### src/hw/rv_decode_macros.svh
`ifndef RV_DECODE_MACROS_SVH
`define RV_DECODE_MACROS_SVH

// datapath and register file geometry.
`define XLEN        32
`define REG_COUNT   32
`define REG_ADDR_W  5

// performance counters.
`define COUNT_W     32
`define NUM_CLASSES 7

// rv32i base opcodes.
`define OPC_LUI     7'b0110111
`define OPC_AUIPC   7'b0010111
`define OPC_JAL     7'b1101111
`define OPC_JALR    7'b1100111
`define OPC_BRANCH  7'b1100011
`define OPC_LOAD    7'b0000011
`define OPC_STORE   7'b0100011
`define OPC_OP_IMM  7'b0010011
`define OPC_OP      7'b0110011
`define OPC_SYSTEM  7'b1110011

`endif

### src/hw/rv_decode_pkg.sv
`include "rv_decode_macros.svh"

package rv_decode_pkg;

    ////////////////////////////////////////////////////////////
    // vector types
    ////////////////////////////////////////////////////////////

    typedef logic [`XLEN-1:0]       word_t;
    typedef logic [31:0]            inst_t;
    typedef logic [`REG_ADDR_W-1:0] reg_addr_t;
    typedef logic [6:0]             opcode_t;
    typedef logic [2:0]             funct3_t;
    typedef logic [`COUNT_W-1:0]    count_t;

    // 0 R, 1 I, 2 S, 3 B, 4 U, 5 J, 6 SYSTEM.
    typedef logic [2:0]             class_sel_t;

    ////////////////////////////////////////////////////////////
    // enums
    ////////////////////////////////////////////////////////////

    typedef enum logic [3:0] {
        alu_add,
        alu_sub,
        alu_slt,
        alu_sltu,
        alu_xor,
        alu_or,
        alu_and,
        alu_sll,
        alu_srl,
        alu_sra,
        alu_eq
    } alu_op_t;

    typedef enum logic [1:0] {
        src1_reg,
        src1_pc,
        src1_zero
    } src1_sel_t;

    typedef enum logic {
        slot_empty,
        slot_full
    } slot_state_t;

endpackage

### src/hw/decode_slot.sv
`timescale 1ns/1ns

module decode_slot (
    input  logic                 clock,
    input  logic                 reset,
    input  logic                 in_valid,
    input  rv_decode_pkg::inst_t inst,
    input  rv_decode_pkg::word_t pc,
    input  logic                 flush,
    input  logic                 out_ready,
    output logic                 in_ready,
    output logic                 out_valid,
    output logic                 delivered,
    output rv_decode_pkg::inst_t slot_inst,
    output rv_decode_pkg::word_t slot_pc
);

    rv_decode_pkg::slot_state_t state;
    logic                       kill_armed;
    logic                       accept;
    logic                       kill_now;
    logic                       capture;

    assign out_valid = (state == rv_decode_pkg::slot_full);
    assign in_ready  = !out_valid || out_ready;
    assign delivered = out_valid && out_ready;
    assign accept    = in_valid && in_ready;

    // a flush in the accept cycle kills that same instruction.
    assign kill_now  = flush || kill_armed;
    assign capture   = accept && !kill_now;

    always_ff @(posedge clock) begin
        if (reset) begin
            state      <= rv_decode_pkg::slot_empty;
            kill_armed <= 1'b0;
        end else begin
            if (capture) begin
                state <= rv_decode_pkg::slot_full;
            end else if (delivered) begin
                state <= rv_decode_pkg::slot_empty;
            end

            // killed instruction is consumed and disarms the flag.
            if (accept) begin
                kill_armed <= 1'b0;
            end else if (flush) begin
                kill_armed <= 1'b1;
            end
        end
    end

    always_ff @(posedge clock) begin
        if (capture) begin
            slot_inst <= inst;
            slot_pc   <= pc;
        end
    end

endmodule

### src/hw/inst_class_counters.sv
`timescale 1ns/1ns

`include "rv_decode_macros.svh"

module inst_class_counters (
    input  logic                       clock,
    input  logic                       reset,
    input  logic                       delivered,
    input  rv_decode_pkg::opcode_t     opcode,
    input  rv_decode_pkg::class_sel_t  count_sel,
    output rv_decode_pkg::count_t      count_value
);

    rv_decode_pkg::count_t     counts [`NUM_CLASSES];
    rv_decode_pkg::class_sel_t cls;
    logic                      cls_hit;

    ////////////////////////////////////////////////////////////
    // opcode to class
    ////////////////////////////////////////////////////////////

    always_comb begin
        cls     = 3'd0;
        cls_hit = 1'b1;
        case (opcode)
            `OPC_OP:     cls = 3'd0;
            `OPC_LOAD,
            `OPC_OP_IMM,
            `OPC_JALR:   cls = 3'd1;
            `OPC_STORE:  cls = 3'd2;
            `OPC_BRANCH: cls = 3'd3;
            `OPC_LUI,
            `OPC_AUIPC:  cls = 3'd4;
            `OPC_JAL:    cls = 3'd5;
            `OPC_SYSTEM: cls = 3'd6;
            default:     cls_hit = 1'b0;
        endcase
    end

    ////////////////////////////////////////////////////////////
    // counters
    ////////////////////////////////////////////////////////////

    // wrap on overflow.
    always_ff @(posedge clock) begin
        if (reset) begin
            for (int i = 0; i < `NUM_CLASSES; i++) begin
                counts[i] <= '0;
            end
        end else if (delivered && cls_hit) begin
            counts[cls] <= counts[cls] + 1'b1;
        end
    end

    // select 7 has no counter behind it.
    always_comb begin
        if (count_sel < `NUM_CLASSES) begin
            count_value = counts[count_sel];
        end else begin
            count_value = '0;
        end
    end

endmodule

### src/hw/imm_gen.sv
`timescale 1ns/1ns

`include "rv_decode_macros.svh"

module imm_gen (
    input  rv_decode_pkg::inst_t slot_inst,
    output rv_decode_pkg::word_t imm
);

    rv_decode_pkg::opcode_t opcode;
    rv_decode_pkg::funct3_t funct3;
    logic                   sign;

    assign opcode = slot_inst[6:0];
    assign funct3 = slot_inst[14:12];
    assign sign   = slot_inst[31];

    always_comb begin
        case (opcode)
            `OPC_LOAD, `OPC_JALR, `OPC_SYSTEM: begin
                imm = {{20{sign}}, slot_inst[31:20]};
            end
            `OPC_OP_IMM: begin
                // shift amount only for slli, srli and srai.
                if (funct3 == 3'b001 || funct3 == 3'b101) begin
                    imm = {27'd0, slot_inst[24:20]};
                end else begin
                    imm = {{20{sign}}, slot_inst[31:20]};
                end
            end
            `OPC_STORE: begin
                imm = {{20{sign}}, slot_inst[31:25], slot_inst[11:7]};
            end
            `OPC_BRANCH: begin
                imm = {{19{sign}}, sign, slot_inst[7], slot_inst[30:25],
                       slot_inst[11:8], 1'b0};
            end
            `OPC_JAL: begin
                imm = {{11{sign}}, sign, slot_inst[19:12], slot_inst[20],
                       slot_inst[30:21], 1'b0};
            end
            `OPC_LUI, `OPC_AUIPC: begin
                imm = {slot_inst[31:12], 12'd0};
            end
            default: imm = '0;
        endcase
    end

endmodule

### src/hw/ctrl_decode.sv
`timescale 1ns/1ns

`include "rv_decode_macros.svh"

module ctrl_decode (
    input  rv_decode_pkg::inst_t      slot_inst,
    output rv_decode_pkg::reg_addr_t  rs1,
    output rv_decode_pkg::reg_addr_t  rs2,
    output rv_decode_pkg::reg_addr_t  rd,
    output rv_decode_pkg::funct3_t    funct3,
    output logic                      reg_wen,
    output logic                      mem_wen,
    output logic                      mem_ren,
    output logic                      branch,
    output logic                      jump,
    output logic                      inv_flag,
    output rv_decode_pkg::src1_sel_t  src1_sel,
    output logic                      src2_imm,
    output rv_decode_pkg::alu_op_t    alu_op
);

    rv_decode_pkg::opcode_t opcode;
    logic                   alt;
    logic                   is_op;
    logic                   is_op_imm;

    assign opcode    = slot_inst[6:0];
    assign rd        = slot_inst[11:7];
    assign funct3    = slot_inst[14:12];
    assign rs1       = slot_inst[19:15];
    assign rs2       = slot_inst[24:20];
    assign alt       = slot_inst[30];
    assign is_op     = (opcode == `OPC_OP);
    assign is_op_imm = (opcode == `OPC_OP_IMM);

    ////////////////////////////////////////////////////////////
    // control flags
    ////////////////////////////////////////////////////////////

    assign mem_wen = (opcode == `OPC_STORE);
    assign mem_ren = (opcode == `OPC_LOAD);
    assign branch  = (opcode == `OPC_BRANCH);
    assign jump    = (opcode == `OPC_JAL) || (opcode == `OPC_JALR);
    assign reg_wen = !(mem_wen || branch || opcode == 7'd0);

    // beq, bge and bgeu test the inverted compare.
    assign inv_flag = branch && (funct3 == 3'b000 || funct3 == 3'b101 || funct3 == 3'b111);

    assign src2_imm = !(is_op || branch);

    always_comb begin
        case (opcode)
            `OPC_LUI:             src1_sel = rv_decode_pkg::src1_zero;
            `OPC_AUIPC, `OPC_JAL: src1_sel = rv_decode_pkg::src1_pc;
            default:              src1_sel = rv_decode_pkg::src1_reg;
        endcase
    end

    ////////////////////////////////////////////////////////////
    // alu operation
    ////////////////////////////////////////////////////////////

    always_comb begin
        alu_op = rv_decode_pkg::alu_add;
        if (is_op || is_op_imm) begin
            case (funct3)
                // addi has no subtract form.
                3'b000:  alu_op = (is_op && alt) ? rv_decode_pkg::alu_sub
                                                 : rv_decode_pkg::alu_add;
                3'b001:  alu_op = rv_decode_pkg::alu_sll;
                3'b010:  alu_op = rv_decode_pkg::alu_slt;
                3'b011:  alu_op = rv_decode_pkg::alu_sltu;
                3'b100:  alu_op = rv_decode_pkg::alu_xor;
                3'b101:  alu_op = alt ? rv_decode_pkg::alu_sra : rv_decode_pkg::alu_srl;
                3'b110:  alu_op = rv_decode_pkg::alu_or;
                default: alu_op = rv_decode_pkg::alu_and;
            endcase
        end else if (branch) begin
            case (funct3[2:1])
                2'b00:   alu_op = rv_decode_pkg::alu_eq;
                2'b10:   alu_op = rv_decode_pkg::alu_slt;
                2'b11:   alu_op = rv_decode_pkg::alu_sltu;
                default: alu_op = rv_decode_pkg::alu_add;
            endcase
        end
    end

endmodule

### src/hw/reg_file.sv
`timescale 1ns/1ns

`include "rv_decode_macros.svh"

module reg_file (
    input  logic                      clock,
    input  logic                      reset,
    input  rv_decode_pkg::reg_addr_t  rs1,
    input  rv_decode_pkg::reg_addr_t  rs2,
    input  logic                      wen,
    input  rv_decode_pkg::reg_addr_t  wd_addr,
    input  rv_decode_pkg::word_t      wd_data,
    output rv_decode_pkg::word_t      rs1_value,
    output rv_decode_pkg::word_t      rs2_value
);

    rv_decode_pkg::word_t regs [`REG_COUNT];

    // x0 is never written.
    always_ff @(posedge clock) begin
        if (reset) begin
            for (int i = 0; i < `REG_COUNT; i++) begin
                regs[i] <= '0;
            end
        end else if (wen && wd_addr != '0) begin
            regs[wd_addr] <= wd_data;
        end
    end

    // no bypass from the write port.
    assign rs1_value = (rs1 == '0) ? '0 : regs[rs1];
    assign rs2_value = (rs2 == '0) ? '0 : regs[rs2];

endmodule

### src/hw/decode_stage.sv
`timescale 1ns/1ns

module decode_stage (
    input  logic                       clock,
    input  logic                       reset,
    input  logic                       in_valid,
    input  rv_decode_pkg::inst_t       inst,
    input  rv_decode_pkg::word_t       pc,
    input  logic                       flush,
    input  logic                       out_ready,
    input  logic                       wb_wen,
    input  rv_decode_pkg::reg_addr_t   wb_rd,
    input  rv_decode_pkg::word_t       wb_data,
    input  rv_decode_pkg::class_sel_t  count_sel,
    output logic                       in_ready,
    output logic                       out_valid,
    output rv_decode_pkg::word_t       pc_out,
    output rv_decode_pkg::reg_addr_t   rd,
    output rv_decode_pkg::reg_addr_t   rs1,
    output rv_decode_pkg::reg_addr_t   rs2,
    output rv_decode_pkg::funct3_t     funct3,
    output rv_decode_pkg::word_t       imm,
    output rv_decode_pkg::word_t       rs1_value,
    output rv_decode_pkg::word_t       rs2_value,
    output logic                       reg_wen,
    output logic                       mem_wen,
    output logic                       mem_ren,
    output logic                       branch,
    output logic                       jump,
    output logic                       inv_flag,
    output rv_decode_pkg::src1_sel_t   src1_sel,
    output logic                       src2_imm,
    output rv_decode_pkg::alu_op_t     alu_op,
    output rv_decode_pkg::count_t      count_value
);

    rv_decode_pkg::inst_t slot_inst;
    logic                 delivered;

    ////////////////////////////////////////////////////////////
    // pipeline slot
    ////////////////////////////////////////////////////////////

    decode_slot decode_slot_inst (
        .clock     (clock),
        .reset     (reset),
        .in_valid  (in_valid),
        .inst      (inst),
        .pc        (pc),
        .flush     (flush),
        .out_ready (out_ready),
        .in_ready  (in_ready),
        .out_valid (out_valid),
        .delivered (delivered),
        .slot_inst (slot_inst),
        .slot_pc   (pc_out)
    );

    ////////////////////////////////////////////////////////////
    // decode
    ////////////////////////////////////////////////////////////

    ctrl_decode ctrl_decode_inst (
        .slot_inst (slot_inst),
        .rs1       (rs1),
        .rs2       (rs2),
        .rd        (rd),
        .funct3    (funct3),
        .reg_wen   (reg_wen),
        .mem_wen   (mem_wen),
        .mem_ren   (mem_ren),
        .branch    (branch),
        .jump      (jump),
        .inv_flag  (inv_flag),
        .src1_sel  (src1_sel),
        .src2_imm  (src2_imm),
        .alu_op    (alu_op)
    );

    imm_gen imm_gen_inst (
        .slot_inst (slot_inst),
        .imm       (imm)
    );

    // operands read with the slot's own register fields.
    reg_file reg_file_inst (
        .clock     (clock),
        .reset     (reset),
        .rs1       (rs1),
        .rs2       (rs2),
        .wen       (wb_wen),
        .wd_addr   (wb_rd),
        .wd_data   (wb_data),
        .rs1_value (rs1_value),
        .rs2_value (rs2_value)
    );

    inst_class_counters inst_class_counters_inst (
        .clock       (clock),
        .reset       (reset),
        .delivered   (delivered),
        .opcode      (slot_inst[6:0]),
        .count_sel   (count_sel),
        .count_value (count_value)
    );

endmodule

### config.mk
export PLATFORM = sky130hd
export DESIGN_NAME = decode_stage
export DESIGN_NICKNAME = d
export VERILOG_FILES = /design/src/hw/rv_decode_pkg.sv /design/src/hw/decode_slot.sv /design/src/hw/inst_class_counters.sv /design/src/hw/imm_gen.sv /design/src/hw/ctrl_decode.sv /design/src/hw/reg_file.sv /design/src/hw/decode_stage.sv
export VERILOG_INCLUDE_DIRS = /design/src /design/src/hw
export SDC_FILE = /design/constraint.sdc
export NUM_CORES = 2
export LEC_CHECK = 0
export BUFFER_PORTS_ARGS = -buffer_cell sky130_fd_sc_hd__buf_4
export CAP_MARGIN = 40
export CORE_MARGIN = 10
export CORE_UTILIZATION = 67
export DETAILED_ROUTE_END_ITERATION = 10
export PLACE_DENSITY = 0.86
export SETUP_SLACK_MARGIN = 0.4
export SYNTH_ARGS = -nofsm -noshare
export SYNTH_HDL_FRONTEND = slang
export SYNTH_HIERARCHICAL = 1
export SYNTH_SLANG_ARGS = --single-unit
### constraint.sdc
create_clock -name clock -period 10 [get_ports clock]
set_input_delay 2 -clock clock [delete_from_list [all_inputs] [get_ports clock]]
set_output_delay 2 -clock clock [all_outputs]
set_load 0.02 [all_outputs]
==> results by group <==
Outcome
  – Status: completed

Flow run
  – Max cap viols: 0

Timing
  – Setup TNS: 0 ns
  – RSZ-0062 raised after global routing: false
  – Minimum clock period: 6.98 ns
  – Tcrit/Tclk final: about 70%
  – F_max: about 140 MHz
  – Final slew viol count: 0
  – Final setup viols: 0
  – Slew margin rel.: between 20% and 30%
  – Final count of hold timing violations: 0
  – Worst Tran Pin Value: approximately 1.1 ns
  – Clock Skew: approximately 0.016 ns

Logic synthesis
  – Synth Cell Area: 70,900 um2
  – Leading area contributor after synthesis: edfxtp_1
  – Synth top area share: approximately 55%
  – Warnings, synthesis: 6
  – Top post-synthesis cells by area: edfxtp_1, mux4_2, and2_1
  – Sequential area share after synthesis: 55.9%
  – Seq cells post-synth: 1,333
  – Synth async-reset ratio: 0%
  – Top_reg_cell synth: edfxtp_1
  – Top-count cell post-synth: edfxtp_1
  – Instance count of the mapped netlist: 5,032
  – Netlist cell types: about 110
  – Post-synth EDFFs: 1,299
  – Post-synth top cells: edfxtp_1, and2_1, mux4_2
  – Syn avg cell area: about 14 um2

Power
  – Total chip power: between 10 and 15 mW
  – P_leak: roughly 28 nW
  – VDD IR max: between 0.00015 and 0.0002 V
  – PD cells: 166 nW/um2

Finish
  – Multi-input logic area: roughly 29,000 um2
  – Synthesis-to-finish area growth: 11.1%
  – Reg area: about 40,000 um2
  – Share of post-route cells with drive strength above 1: 25.2%
  – Post-route cell area: slightly below 80,000 um2
  – Nets: 5,278
  – Fillers: between 5,000 and 6,000

Clock tree
  – Root buffer cell: clkbuf_16
  – Cts bufs inserted: about 140
  – Num Clock Sinks: 1,333
  – CTS Hold Buffers Added: 0
  – Post-CTS setup buffers: 0
  – Clk pin slew, worst setup/hold paths: 0.06 ns
  – CTS tree: done
  – H-tree depth: 4
  – Clk buf depth: 3
  – Post_cts resized: 0
  – Clk Latency, worst-skew pair: about 0.75 ns

Worst setup path
  – Max FO, Critical Path: 33
  – Critical Path AT: roughly 5 ns
  – Worst setup path category: flip-flop to primary output
  – RR Endpoint: inst_class_counters_inst/counts[5][22]
  – CP Launch Type: flip-flop
  – Reg2Reg Depth: 11
  – Worst setup path startpoint: decode_slot_inst/slot_inst[21]
  – CP Capture Type: primary output
  – Critical path data required time: 8.00 ns
  – RR Startpoint: decode_slot_inst/slot_inst[3]
  – Worst setup path endpoint: rs2_value[2]
  – Internal reg-to-reg setup slack: ~3.7 ns

Place
  – DP Area: roughly 74,000 um2
  – Dpl hpwl: 141 mm
  – GPL Wtd Cong: slightly below 1
  – Port bufs: slightly above 300

Global routing
  – Gr usage total: about 39%
  – Initial antenna violation count: 25
  – Vias in the first global route: around 52,000
  – Largest net degree at the start of global routing: 116
  – GR Overflow Total: 0
  – First-pass GRT wire length: between 300 and 400 mm

Hold path
  – Hold WC Path Type: flip-flop to flip-flop

Detailed routing
  – Initial DRC count: ~10,000
  – DRT antenna net count: 0
  – Via count: about 52,000
  – DRC violations left: 0
  – DR pass1 iterations: 8
  – Vias per cell: 7.82
  – Mean routed wirelength per cell: between 30 and 40 um
  – Drt total wl: ~240 mm

Die
  – Die H: around 350 um
  – Core ar.: approximately 110,000 um2
  – Die area: between 100,000 and 150,000 um2
  – Ports: just over 300
  – Initial Utilization: between 60 and 70%
  – FP Rows: between 100 and 150
  – Die Span X: approximately 350 um
-- routing by layer --
layer	up-vias	wire [um]	track usage (%)
met5	-	154	0
met4	20	15700	21.5
met3	1409	46200	18.3
met2	6041	104000	56.6
met1	25000	73200	48.4
li1	19700	-	-
-- layout by cell type, fill, tap and decap left out, types with 13 or more instances in the layout --
master / instances
a21oi_1: 138
nor2_4: 18
nand2_1: 74
a2111oi_1: 44
nand4_1: 14
dfxtp_1: 34
nor4_1: 16
a31oi_1: 19
clkinv_1: 31
mux4_2: 504
nor3_1: 114
a22o_1: 61
o211ai_1: 15
conb_1: 51
a21o_1: 21
and2_1: 1001
mux2_2: 41
nor2_1: 199
buf_12: 18
and3_1: 15
nor2_2: 17
inv_1: 27
a22oi_1: 37
nor2b_1: 25
clkinv_2: 16
o21ai_0: 54
clkbuf_16: 139
or2_2: 41
nand2b_1: 13
buf_4: 432
o22ai_1: 118
edfxtp_1: 1299
a2111oi_0: 13
clkbuf_1: 28
mux2i_1: 183
a211oi_1: 21
nand3_1: 70
-- area by class of cell --
cell class / instances / area share (%)
flip-flops and latches: 1333 / 50.4
multi-input cells: 3189 / 36.8
repair buffers: 478 / 4.99
clock buffers: 171 / 4.62
well taps: 1391 / 2.21
clock inverters: 69 / 0.781
inverters: 28 / 0.133
diodes: 12 / 0.0381
-- through the flow --
stage          util [%]  hold WS [ns]  setup slack, ns  std cells
2_1_floorplan         -         0.451             3.74       5081
3_3_place_gp       70.2         0.467             3.73       6377
3_5_place_dp       70.7         0.483             3.62       6412
4_1_cts            74.8         0.485             3.04       6652
5_1_grt            74.8         0.518             2.93       6666
6_report           74.8         0.485             3.02       6671
-- flip-flops by register name (all words and copies together), names as in the netlist --
name and cells:
decode_slot_inst/kill_armed 1, decode_slot_inst/out_valid 1, decode_slot_inst/slot_inst 32, decode_slot_inst/slot_pc 32, inst_class_counters_inst/counts 243, reg_file_inst/regs 1024
-- critical path, stage by stage (launching register included) --
cell and delay [ns]:
edfxtp_1 0.50, buf_4 0.58, buf_4 0.56, or3b_2 0.48, buf_4 0.34, o22ai_1 0.27, a2111oi_0 0.13, buf_1 0.20
nor3_1 0.77, buf_4 0.28
-- where the power goes --
part | internal, mW | switching (mW) | total (mW)
clock network | 2.77 | 2.21 | 4.98
logic | 0.591 | 0.908 | 1.50
registers | 6.41 | 0.176 | 6.59
total | 9.77 | 3.29 | 13.1
-- logic make-up after synthesis --
kind of cell | after synthesis | synth area share [%]
muxes | 729 | 19.3
AOI/OAI and AO/OA | 667 | 6.65
and+or+nand+nor | 1727 | 14.2
adders and majority gates | 1 | 0.0176
other | 2 | 0.0106
DFF | 1333 | 55.9
buffers and inverters | 559 | 3.72
xor gates and xnor gates | 14 | 0.173
-- how the worst min path moves through the flow --
stage                                                 from  cells after the start  slack, ns                                     end
floorplan           inst_class_counters_inst/counts[6][18]                      2       0.45  inst_class_counters_inst/counts[6][18]
global placement     inst_class_counters_inst/counts[6][8]                      2       0.47   inst_class_counters_inst/counts[6][8]
detailed placement  inst_class_counters_inst/counts[6][14]                      2       0.48  inst_class_counters_inst/counts[6][14]
CTS                  inst_class_counters_inst/counts[6][8]                      2       0.48   inst_class_counters_inst/counts[6][8]
global route         inst_class_counters_inst/counts[6][8]                      2       0.52   inst_class_counters_inst/counts[6][8]
finish               inst_class_counters_inst/counts[6][8]                      2       0.49   inst_class_counters_inst/counts[6][8]
No activity file was read; power rests on OpenSTA's default activity.
